<file path="src/common/mont_pkg.sv">
package mont_pkg;

    // operand width N and adder limb width used when the top is not overridden
    parameter int default_op_width   = 1024;
    parameter int default_limb_width = 64;

    // controller sequence
    typedef enum logic [2:0] {
        idle,
        load_m,
        load_b,
        add_digit,
        add_quot,
        shift_acc,
        final_sub,
        finish
    } mont_state_t;

    // second adder operand during the main loop
    // encoding keeps b multiples at 1..3 and m multiples at 4..6
    typedef enum logic [2:0] {
        sel_zero,
        sel_b,
        sel_2b,
        sel_3b,
        sel_m,
        sel_2m,
        sel_3m
    } mult_sel_t;

    // add, or subtract through inverted y and carry in
    typedef enum logic {
        op_add,
        op_sub
    } adder_op_t;

endpackage

</file>
<file path="src/source/mont_control.sv">
module mont_control #(
    parameter int op_width = mont_pkg::default_op_width
) (
    input  logic                clk,
    input  logic                resetn,
    input  logic                start,
    input  logic [1:0]          a_digit,
    input  logic [1:0]          acc_low,
    input  logic [1:0]          m_low,
    input  logic                adder_done,
    input  logic                adder_negative,
    output logic                load_a,
    output logic                shift_a,
    output logic                precompute_b,
    output logic                store_3x,
    output mont_pkg::mult_sel_t mult_sel,
    output logic                adder_start,
    output mont_pkg::adder_op_t adder_op,
    output logic                acc_clear,
    output logic                acc_load,
    output logic                acc_shift,
    output logic                result_load,
    output logic                done
);

    localparam int iter_width = $clog2(op_width / 2);
    localparam logic [iter_width-1:0] last_iter = iter_width'(op_width / 2 - 1);

    mont_pkg::mont_state_t state;
    mont_pkg::mont_state_t next_state;
    mont_pkg::mult_sel_t   digit_sel;
    mont_pkg::mult_sel_t   quot_sel;
    logic [iter_width-1:0] iter;
    logic [1:0]            quot;
    // high while an issued addition is still running
    logic                  busy;

    // m is odd so m*m = 1 mod 4, hence q = -c*m clears the low two bits
    assign quot = 2'd0 - acc_low * m_low;

    always_comb begin
        case (a_digit)
            2'd1:    digit_sel = mont_pkg::sel_b;
            2'd2:    digit_sel = mont_pkg::sel_2b;
            2'd3:    digit_sel = mont_pkg::sel_3b;
            default: digit_sel = mont_pkg::sel_zero;
        endcase
    end

    always_comb begin
        case (quot)
            2'd1:    quot_sel = mont_pkg::sel_m;
            2'd2:    quot_sel = mont_pkg::sel_2m;
            2'd3:    quot_sel = mont_pkg::sel_3m;
            default: quot_sel = mont_pkg::sel_zero;
        endcase
    end

    always_comb begin
        next_state   = state;
        load_a       = 1'b0;
        shift_a      = 1'b0;
        precompute_b = 1'b0;
        store_3x     = 1'b0;
        mult_sel     = mont_pkg::sel_zero;
        adder_start  = 1'b0;
        adder_op     = mont_pkg::op_add;
        acc_clear    = 1'b0;
        acc_load     = 1'b0;
        acc_shift    = 1'b0;
        result_load  = 1'b0;
        case (state)
            mont_pkg::idle: begin
                if (start) begin
                    load_a     = 1'b1;
                    next_state = mont_pkg::load_m;
                end
            end
            // m + 2m, accumulator held at zero
            mont_pkg::load_m: begin
                acc_clear   = 1'b1;
                adder_start = !busy;
                store_3x    = adder_done;
                if (adder_done) begin
                    next_state = mont_pkg::load_b;
                end
            end
            mont_pkg::load_b: begin
                precompute_b = 1'b1;
                acc_clear    = 1'b1;
                adder_start  = !busy;
                store_3x     = adder_done;
                if (adder_done) begin
                    next_state = mont_pkg::add_digit;
                end
            end
            mont_pkg::add_digit: begin
                mult_sel    = digit_sel;
                adder_start = !busy;
                acc_load    = adder_done;
                if (adder_done) begin
                    next_state = mont_pkg::add_quot;
                end
            end
            // acc_low already reflects the digit addition here
            mont_pkg::add_quot: begin
                mult_sel    = quot_sel;
                adder_start = !busy;
                acc_load    = adder_done;
                if (adder_done) begin
                    next_state = mont_pkg::shift_acc;
                end
            end
            mont_pkg::shift_acc: begin
                acc_shift = 1'b1;
                shift_a   = 1'b1;
                if (iter == last_iter) begin
                    next_state = mont_pkg::final_sub;
                end else begin
                    next_state = mont_pkg::add_digit;
                end
            end
            // keep the difference only when c >= m
            mont_pkg::final_sub: begin
                mult_sel    = mont_pkg::sel_m;
                adder_op    = mont_pkg::op_sub;
                adder_start = !busy;
                acc_load    = adder_done && !adder_negative;
                if (adder_done) begin
                    next_state = mont_pkg::finish;
                end
            end
            mont_pkg::finish: begin
                result_load = 1'b1;
                next_state  = mont_pkg::idle;
            end
            default: begin
                next_state = mont_pkg::idle;
            end
        endcase
    end

    always_ff @(posedge clk) begin
        if (!resetn) begin
            state <= mont_pkg::idle;
            busy  <= 1'b0;
            iter  <= '0;
            done  <= 1'b0;
        end else begin
            state <= next_state;
            // result register is written in finish, so done trails by one
            done  <= (state == mont_pkg::finish);
            if (adder_start) begin
                busy <= 1'b1;
            end else if (adder_done) begin
                busy <= 1'b0;
            end
            if (state == mont_pkg::idle) begin
                iter <= '0;
            end else if (state == mont_pkg::shift_acc) begin
                iter <= iter + 1'b1;
            end
        end
    end

endmodule

</file>
<file path="config.mk">
export PLATFORM = sky130hd
export DESIGN_NAME = mont_control
export DESIGN_NICKNAME = d
export VERILOG_FILES = /design/src/common/mont_pkg.sv /design/src/source/mont_control.sv
export SDC_FILE = /design/constraint.sdc
export NUM_CORES = 1
export LEC_CHECK = 0
export ABC_AREA = 1
export ABC_CLOCK_PERIOD_IN_PS = 3700
export BUFFER_PORTS_ARGS = -buffer_cell sky130_fd_sc_hd__buf_2
export CORE_AREA = 2 2 45 47
export DETAILED_ROUTE_END_ITERATION = 10
export DIE_AREA = 0 0 47 49
export PLACE_DENSITY = 0.85
export SLEW_MARGIN = 20
export SYNTH_ARGS = -nofsm -noshare
export SYNTH_HDL_FRONTEND = slang
export SYNTH_SLANG_ARGS = --single-unit
</file>
<file path="constraint.sdc">
create_clock -name clk -period 3.7 [get_ports clk]
set_input_delay 0.37 -clock clk [delete_from_list [all_inputs] [get_ports clk]]
set_output_delay 0.37 -clock clk [all_outputs]
set_load 0.1 [all_outputs]
</file>
== Word level (Yosys, flattened, before mapping) ==
Index checks and enable logic that the tools add are counted.

* Bits in registers: 14
* Output and inout bits: 14
* Logic and storage cells: 61
* Input port bits: 11

* Eq/ne operators: 20
* Add/sub/neg operators: 2
* Mux-type cells: 23
* Reduce and logical (&&, ||, !) cells: 10
* Bitwise operators: 1
* Multiply operators: 1

{| class="wikitable"
|+ Operator list
! operator !! number
|-
| case mux 3 bit (8 select lines) || 1
|-
| 2-to-1 mux 3 bit || 7
|-
| case mux 3 bit (3 select lines) || 2
|-
| == test 3 bit, second input constant || 4
|-
| != test 2 bit, second input constant || 6
|-
| 2-to-1 mux 1 bit || 11
|-
| adder 9 x 1 -> 9 bit, second input constant || 1
|-
| == test 9 bit, second input constant || 1
|-
| == test 2 bit, second input constant || 4
|-
| == test 3 x 2 -> 1 bit, second input constant || 2
|-
| case mux 2 bit (3 select lines) || 1
|-
| AND reduction 6 bit || 1
|-
| OR reduction 2 bit || 3
|-
| OR reduction 5 bit || 1
|-
| == test 2 x 1 -> 1 bit, second input constant || 2
|-
| == test 3 x 1 -> 1 bit, second input constant || 1
|-
| logical NOT 3 bit || 1
|-
| logical NOT 1 bit || 2
|-
| multiplier 2 x 2 -> 2 bit || 1
|-
| case mux 1 bit (2 select lines) || 1
|-
| nonzero test 2 bit || 1
|-
| subtractor 1 x 2 -> 2 bit, first input constant || 1
|-
| logical AND 1 bit || 1
|-
| inverter 1 bit || 1
|}

== Longest topological paths before layout ==
Gate-level depths: netlist of the first run.

* Depth after elaboration: 5
* Mapped depth: 11
* Gate-level depth less buffers: 11

== Least setup slack after synthesis of the first run ==
Ideal clock, no wire load.

* Kind: input port to output port
* Start: input acc_low[1]
* End: output mult_sel[1]
* Data arrival time: 2.821 ns
* Data required time: 3.330 ns
* Buffers on the path: 0
* Stages on the path: 4
* Setup slack: 0.509 ns
* Cell sequence: nand2_1 -> xnor2_1 -> nand3_1 -> o21ai_0

* Word-level cells in the longest chain between the ends: 5
* Elaborated cells on any way between the ends: 7
* Classes of those cells: add/sub: 1; mul: 1; eq/ne: 3; mux: 2

{| class="wikitable"
|+ RTL lines
! item !! RTL line !! source
|-
| start: declaration || mont_control.sv:8 || <nowiki>input logic [1:0] acc_low,</nowiki>
|-
| multiplier 2 x 2 -> 2 bit * || mont_control.sv:39 || <nowiki>assign quot = 2'd0 - acc_low * m_low;</nowiki>
|-
| subtractor 1 x 2 -> 2 bit * || mont_control.sv:39 ||
|-
| == test 2 bit / == test 2 x 1 -> 1 bit (equally long branches) || mont_control.sv:51 || <nowiki>case (quot)</nowiki>
|-
| case mux 3 bit (3 select lines) * || mont_control.sv:51 ||
|-
| case mux 3 bit (3 select lines) * || mont_control.sv:72 || <nowiki>case (state)</nowiki>
|-
| end: declaration || mont_control.sv:16 || <nowiki>output mont_pkg::mult_sel_t mult_sel,</nowiki>
|}

Mark *: on every way between the ends. The rest lies on a longest branch, timed or not.

== Worst setup path after layout of the first run ==
* Start: register state[2]
* End: output mult_sel[0]

* Word-level cells in the longest chain between the ends: 2
* Elaborated cells on any way between the ends: 4
* Classes of those cells: eq/ne: 3; mux: 1

{| class="wikitable"
|+ RTL lines
! item !! RTL line !! source
|-
| start: declaration || mont_control.sv:29 || <nowiki>mont_pkg::mont_state_t state;</nowiki>
|-
| start signal: assignment || mont_control.sv:145 || <nowiki>state <= mont_pkg::idle;</nowiki>
|-
| start signal: assignment || mont_control.sv:150 || <nowiki>state <= next_state;</nowiki>
|-
| == test 3 bit / == test 3 x 2 -> 1 bit (equally long branches) || mont_control.sv:72 ||
|-
| case mux 3 bit (3 select lines) * || mont_control.sv:72 ||
|}

Marked as above.

==> results of run 1 <==
==> state kept, by name, indices dropped and copies added, names as in the netlist <==
signal  cells
done        1
iter        9
state       3
busy        1
==> cells by family (layout without fill, tap and decap cells) <==
group,count (synthesis),after routing,share of synthesized area (%)
and+or+nand+nor,75,75,39.9
buffers and inverters,23,48,12.2
AOI/OAI and AO/OA,17,17,10.9
DFF,14,14,33.0
adders and majority gates,2,2,2.95
xor gates and xnor gates,1,1,1.03
==> cell usage after synthesis (all sizes together) <==
library cell,n,area [um2]
buf,3,26.3
and3,1,6.26
ha,2,25.0
xnor2,1,8.76
nand2,38,153
nand3,8,52.6
dfxtp,14,280
inv,20,77.6
o211ai,1,7.51
nor2,22,97.6
a21oi,9,45.0
o21ai,6,33.8
nor3,6,30.0
a31oi,1,6.26
==> worst max-delay path by stage <==
stage	slack [ns]	startpoint	endpoint	cells past startpoint
2_1_floorplan	0.51	acc_low[1]	mult_sel[1]	4
3_3_place_gp	1.90	state[2]	mult_sel[0]	5
3_5_place_dp	1.86	m_low[0]	mult_sel[1]	6
4_1_cts	1.56	state[2]	mult_sel[0]	5
5_1_grt	1.33	state[2]	mult_sel[0]	5
6_report	1.58	state[2]	mult_sel[0]	5
==> layout by cell type, fill, tap and decap left out <==
cell / netlist / routed
a21oi_1: 9 / 9
a31oi_1: 1 / 1
and3_1: 1 / 1
buf_2: 0 / 24
clkbuf_4: 0 / 3
clkbuf_8: 0 / 1
dfxtp_1: 14 / 14
ha_1: 2 / 2
inv_1: 18 / 18
inv_2: 1 / 1
inv_4: 1 / 1
nand2_1: 36 / 36
nand2_2: 1 / 1
nand2_4: 1 / 1
nand3_1: 7 / 7
nand3_4: 1 / 1
nor2_1: 20 / 20
nor2_4: 2 / 2
nor3_1: 6 / 6
o211ai_1: 1 / 1
o21ai_0: 3 / 3
o21ai_1: 2 / 2
o21ai_2: 1 / 1
xnor2_1: 1 / 1
==> where the power goes <==
part,switching (uW),internal (uW),leakage [uW]
combinational,439,91.3,0.000376
sequential,37.2,169,0.000114
clock,48.6,59.8,0.0000210
==> layer usage <==
metal  up-vias  wire length (um)  track usage [%]
met5         -                 0                0
met3         0               114             3.70
met4         0                 0             6.94
li1        464                 -                -
met2        23               869             30.8
met1       385               776             20.0
==> final cells by class <==
class,instances,area (um2),area share (%)
flip-flops and latches,14,280,27.7
clock buffers,4,36.3,3.58
inverters,20,77.6,7.65
well taps,27,33.8,3.33
multi-input cells,95,465,45.9
repair buffers,24,120,11.9
==> per-stage QoR <==
step	hold slack (ns)	total power (uW)	instance area (um2)	cells	utilization, %
3_5_place_dp	0.453	743	977	180	53.1
4_1_cts	0.357	853	1010	184	55.0
6_report	0.366	844	1010	184	55.0
3_3_place_gp	0.448	736	977	180	53.1
5_1_grt	0.357	896	1010	184	55.0
2_1_floorplan	0.434	677	850	132	-
==> worst max-delay path, delay by kind of cell (launching register included) <==
| family | cells | cell delay [ns] |
|---|---|---|
| buffers and inverters | 2 | 0.54 |
| and+or+nand+nor | 2 | 0.23 |
| AOI/OAI and AO/OA | 1 | 0.14 |
| DFF | 1 | 0.56 |
==> results.txt, run 1 <==
outcome: completed
number of fill cells: 196
ant diodes: 0
post_cts resized: 0
chip width: 47 um
Post-Synthesis Cells: 132
CTS sink cnt: 14
Core Rows: 16
crit-path cells: nand2_1 -> inv_1 -> nand3_1 -> o21ai_0 -> buf_2
postcts setup bufs: 0
largest net degree at the start of global routing: 12
Reg2Reg Setup Slack: 2.06 ns
final setup vio count: 0
fin. max-slew vios: 0
Post-Syn Area: 850 um2
sequential share of the synthesized area: 33.0%
Core Area: 1840 um2
CP max FO: 11
hold_sp: resetn
syn_area_per_cell: 6.44 um2
# hold bufs at CTS: 0
Worst Slack Setup Final: 1.58 ns
Total Routing Usage GR: 17.7%
vias in the first global route: 803
Max Cap Viol: 0
CTS Root Cell: clkbuf_4
number of buffers created by CTS: 3
highest cell delay on the worst timing path: 0.56 ns
Mapped Nets: 145
number of synthesized register bits: 14
Distinct cells, synth: 23
Clock Latency Late Sink: 0.28 ns
Initial DRT Pass Iterations: 4
clock-pin slew on the worst setup and hold paths: 0.08 ns
# nets final: 171
die area: 2300 um2
DRC Markers: 0
Final Hold Fails: 0
WL final: 1760 um
Worst-Margin Slew: 0.490 ns
I/O pin count: 25
RSZ-0062 raised after global routing: no
Tcrit/Tclk final: 57.3%
crit path kind: register to output pin
htree depth: 1
GPL Wtd Cong: 0.845
Hold Path End: state[1]
pre-CTS setup slack: 1.86 ns
slowest CP cell: dfxtp_1
Peak VDD IR: 0.000412 V
Static Leakage: 0.000510 uW
grt ovf: 0
PD cells: 833 nW/um2
Arr. time, crit path: 1.75 ns
share of cells above drive strength 1: 22.9%
CP required: 3.33 ns
reg2reg path depth: 11
Buffers on Ports: 24
Crit. End Element: output pin
first-pass GRT wire length: 3060 um
initial antenna violation count: 0
Starting Density: 46.1%
Vias/cell: 4.74
worst relative slew slack: 67.5%
Period minus WS final: 2.12 ns
Setup TNS: 0 ns
DP HPWL: 1460 um
f_max: 472 MHz
Area growth, synth to finish: 19.3%
clk buf depth: 2
TritonCTS clock tree: built
initial drt markers: 15
Worst Skew: 0.00276 ns
Yosys Warn Count: 0
Vias: 872
routed len/inst: 9.57 um
Reg2Reg Capture Point: state[0]
antenna viol nets, final: 0
CP Launch Type: register
Hold/Removal Path Class: primary input to register
hold path cells: 3
reg2reg start: iter[1]
Die H: 49 um
Power figures use the tool's default switching activity.
==> run 2, diff against run 1 <==
ABC_AREA = 0   (was 1)
ABC_CLOCK_PERIOD_IN_PS = 1800   (was 3700)
CORE_AREA = 2 2 46 48   (was 2 2 45 47)
DIE_AREA = 0 0 48 50   (was 0 0 47 49)
PLACE_DENSITY = 0.82   (was 0.85)
clock period = 1.8 ns   (was 3.7 ns; I/O delays follow)
==> run 2 against run 1 <==
  * Sequential share of layout area decreased by 4.3 points
  * Critical path depth is 1 lower
  * Count of clock-buffer cells in the layout fell by 1
  * Sequential power rose by 67%
  * Critical path type unchanged
==> results.txt, run 2 <==
most common cell in the netlist: dfxtp_1
Initial DRT Pass Iterations: 4 (unchanged)
final setup vio count: 0 (unchanged)
Final Util: 64.1% (+9.1 points)
GPL Wtd Cong: 0.788 (-6.7%)
Mapped Nets: 110 (-24%)
post-synth top area cell: dfxtp_1
Core Area: 1900 um2 (+3.3%)
internal power: 515 uW (+61%)
initial drt markers: 6 (-9)
die area: 2400 um2 (+4.2%)
Tcrit/Tclk final: 93.8%
Vias/cell: 5.32 (+12%)
number of fill cells: 151 (-23%)
# hold bufs at CTS: 0 (unchanged)
htree depth: 1 (unchanged)
ant diodes: 0 (unchanged)
Largest register FFs: 9 (unchanged)
clock share of power: 20.5% (+7.7 points)
Max Cap Viol: 0 (unchanged)
biggest regs: iter (9), state (3)
most frequent cells in the layout: 12 x buf_2, 12 x buf_12, 11 x dfxtp_1, 8 x nand2_1, 7 x a21oi_1
CP max FO: 11 (unchanged)
Starting Density: 42.3% (-3.8 points)
CP required: 1.62 ns (-1.71 ns)
number of buffers created by CTS: 3 (unchanged)
Distinct cells, synth: 32 (+39%)
clock-pin slew on the worst setup and hold paths: 0.08 ns (about the same)
WL final: 1820 um (+3.4%)
CP bufs+invs: 1 (-1)
f_max: 593 MHz
Worst Slack Setup Final: 0.112 ns (-1.47 ns)
delay-heaviest family, CP: flip-flops
RSZ-0062 raised after global routing: no
Inst Count DP: 145 (-19%)
number of synthesized register bits: 14 (unchanged)
Worst Skew: 0.00344 ns (+0.000679 ns)
crit-path cells: nand2b_1 -> nor3_1 -> a22o_1 -> buf_12
Peak VDD IR: 0.000434 V (+5.4%)
syn_area_per_cell: 8.29 um2 (+29%)
CTS sink cnt: 14 (unchanged)
initial antenna violation count: 0 (unchanged)
Core Rows: 16 (unchanged)
I/O pin count: 25 (unchanged)
Hold/Removal Path Class: primary input to register
highest cell delay on the worst timing path: 0.51 ns (-0.05 ns)
Buffers on Ports: 24 (unchanged)
chip width: 48 um (+2.1%)
pre-CTS setup slack: 0.161 ns (-1.70 ns)
Clock Latency Late Sink: 0.27 ns (about the same)
logic gate share of total power: 38.5% (-24 points)
Cell Count, Final, Fillers Out: 148 (-20%)
outcome: completed
Total Routing Usage GR: 18.1% (+0.34 points)
PD cells: 686 nW/um2 (-18%)
Post-synth EDFFs: 0 (unchanged)
Die H: 50 um (+2.0%)
vias in the first global route: 750 (-6.6%)
share of cells above drive strength 1: 35.5% (+13 points)
DRC Markers: 0 (unchanged)
Area growth, synth to finish: 51.5%
Top FF cell, synth: dfxtp_1
Post-Synthesis Cells: 97 (-27%)
first-pass GRT wire length: 3190 um (+4.3%)
Vias: 787 (-9.7%)
CP Launch Type: register
routed len/inst: 12.3 um (+29%)
Period minus WS final: 1.69 ns
DP HPWL: 1470 um (+0.71%)
design area: 1220 um2 (+20%)
sequential share of the synthesized area: 34.8% (+1.8 points)
Crit. End Element: output pin
Worst-Margin Slew: 0.488 ns (-0.00192 ns)
Final Hold Fails: 0 (unchanged)
fraction of registers with async set/reset: 0% (unchanged)
CTS Root Cell: clkbuf_4
crit path kind: register to output pin
Arr. time, crit path: 1.51 ns (-0.24 ns)
post-synth top area share: 34.8% (+1.8 points)
slowest CP cell: dfxtp_2
Post-Syn Area: 805 um2 (-5.3%)
largest net degree at the start of global routing: 16 (+4)
clk buf depth: 2 (unchanged)
grt ovf: 0 (unchanged)
postcts setup bufs: 0 (unchanged)
TritonCTS clock tree: built
Static Leakage: 0.000491 uW (-3.8%)
Yosys Warn Count: 0 (unchanged)
antenna viol nets, final: 0 (unchanged)
# nets final: 136 (-20%)
Sw Pwr: 320 uW (-39%)
Seq pwr share: 41.1% (+17 points)
Placement Cell Area: 1180 um2 (+21%)
Biggest register: iter
commonest cells in the netlist: 14 x dfxtp_1, 9 x a21oi_1, 8 x nand2_1, 6 x nor2_1, 6 x o21ai_0
worst relative slew slack: 67.7% (+0.13 points)
switching part of the total power: 38.3% (-24 points)
fin. max-slew vios: 0 (unchanged)
ranking of synthesized cells by area: dfxtp_1 35%, a21oi_1 5.6%, mux2i_1 3.7%
==> run 2: cell types whose count changed in the layout (fill, tap and decap cells not counted), sizes merged, moves of 4 or more <==
cell,previous run,this run
inv,20,1
and2,0,4
nand2,38,8
nor2,22,6
nand3,8,4
==> run 2: final cells by class <==
type,instances,area [um2],area share (%)
clock buffers,3,22.5,1.85
multi-input cells,75,544,44.7
inverters,2,11.3,0.924
repair buffers,27,323,26.5
well taps,27,33.8,2.77
flip-flops and latches,14,284,23.3
==> run 2: cell families after synthesis <==
kind of cell,Yosys count,synth area share [%]
buffers and inverters,8,5.60
muxes,3,3.73
xor gates and xnor gates,5,5.44
adders and majority gates,2,3.11
and+or+nand+nor,42,30.3
AOI/OAI and AO/OA,23,17.0
DFF,14,34.8
==> run 2: final timing paths <==
kind | startpoint | to | slack (ns) | cells after the start
worst max-delay path | state[0] | mult_sel[1] | 0.11 | 4
worst min-delay path | resetn | busy | 0.17 | 2
worst max register to register | iter[0] | state[2] | 0.24 | 7
worst min register to register | iter[7] | iter[7] | 0.50 | 2
==> run 2: per-layer routing <==
metal	vias up	GRT usage (%)	part of all wire [%]
li1	393	-	-
met1	370	25.0	45
met2	20	27.3	50
met3	4	4.03	3.1
met4	0	5.41	1.4
met5	-	0	0
==> run 2: power groups by stage <==
stage               Combinational [uW]  Sequential, uW  Clock, uW
CTS                                322             342        175
global placement                   316             346          0
floorplan                          232             333          0
finish                             321             343        171
detailed placement                 320             348          0
global route                       332             346        196
==> run 2: through the flow <==
step	total power (uW)	hold slack [ns]	setup TNS (ns)
after floorplan	565	0.298	-0.0433
after global placement	663	0.451	0
after detailed placement	668	0.467	0
after CTS	839	0.171	0
after global routing	874	0.164	0
final	836	0.172	0
==> run 2: what timing repair did <==
action | in CTS | in global routing
endpoints found under the setup margin | 5 | 1
gates cloned | 0 | 0
gates resized for setup | 4 | 1
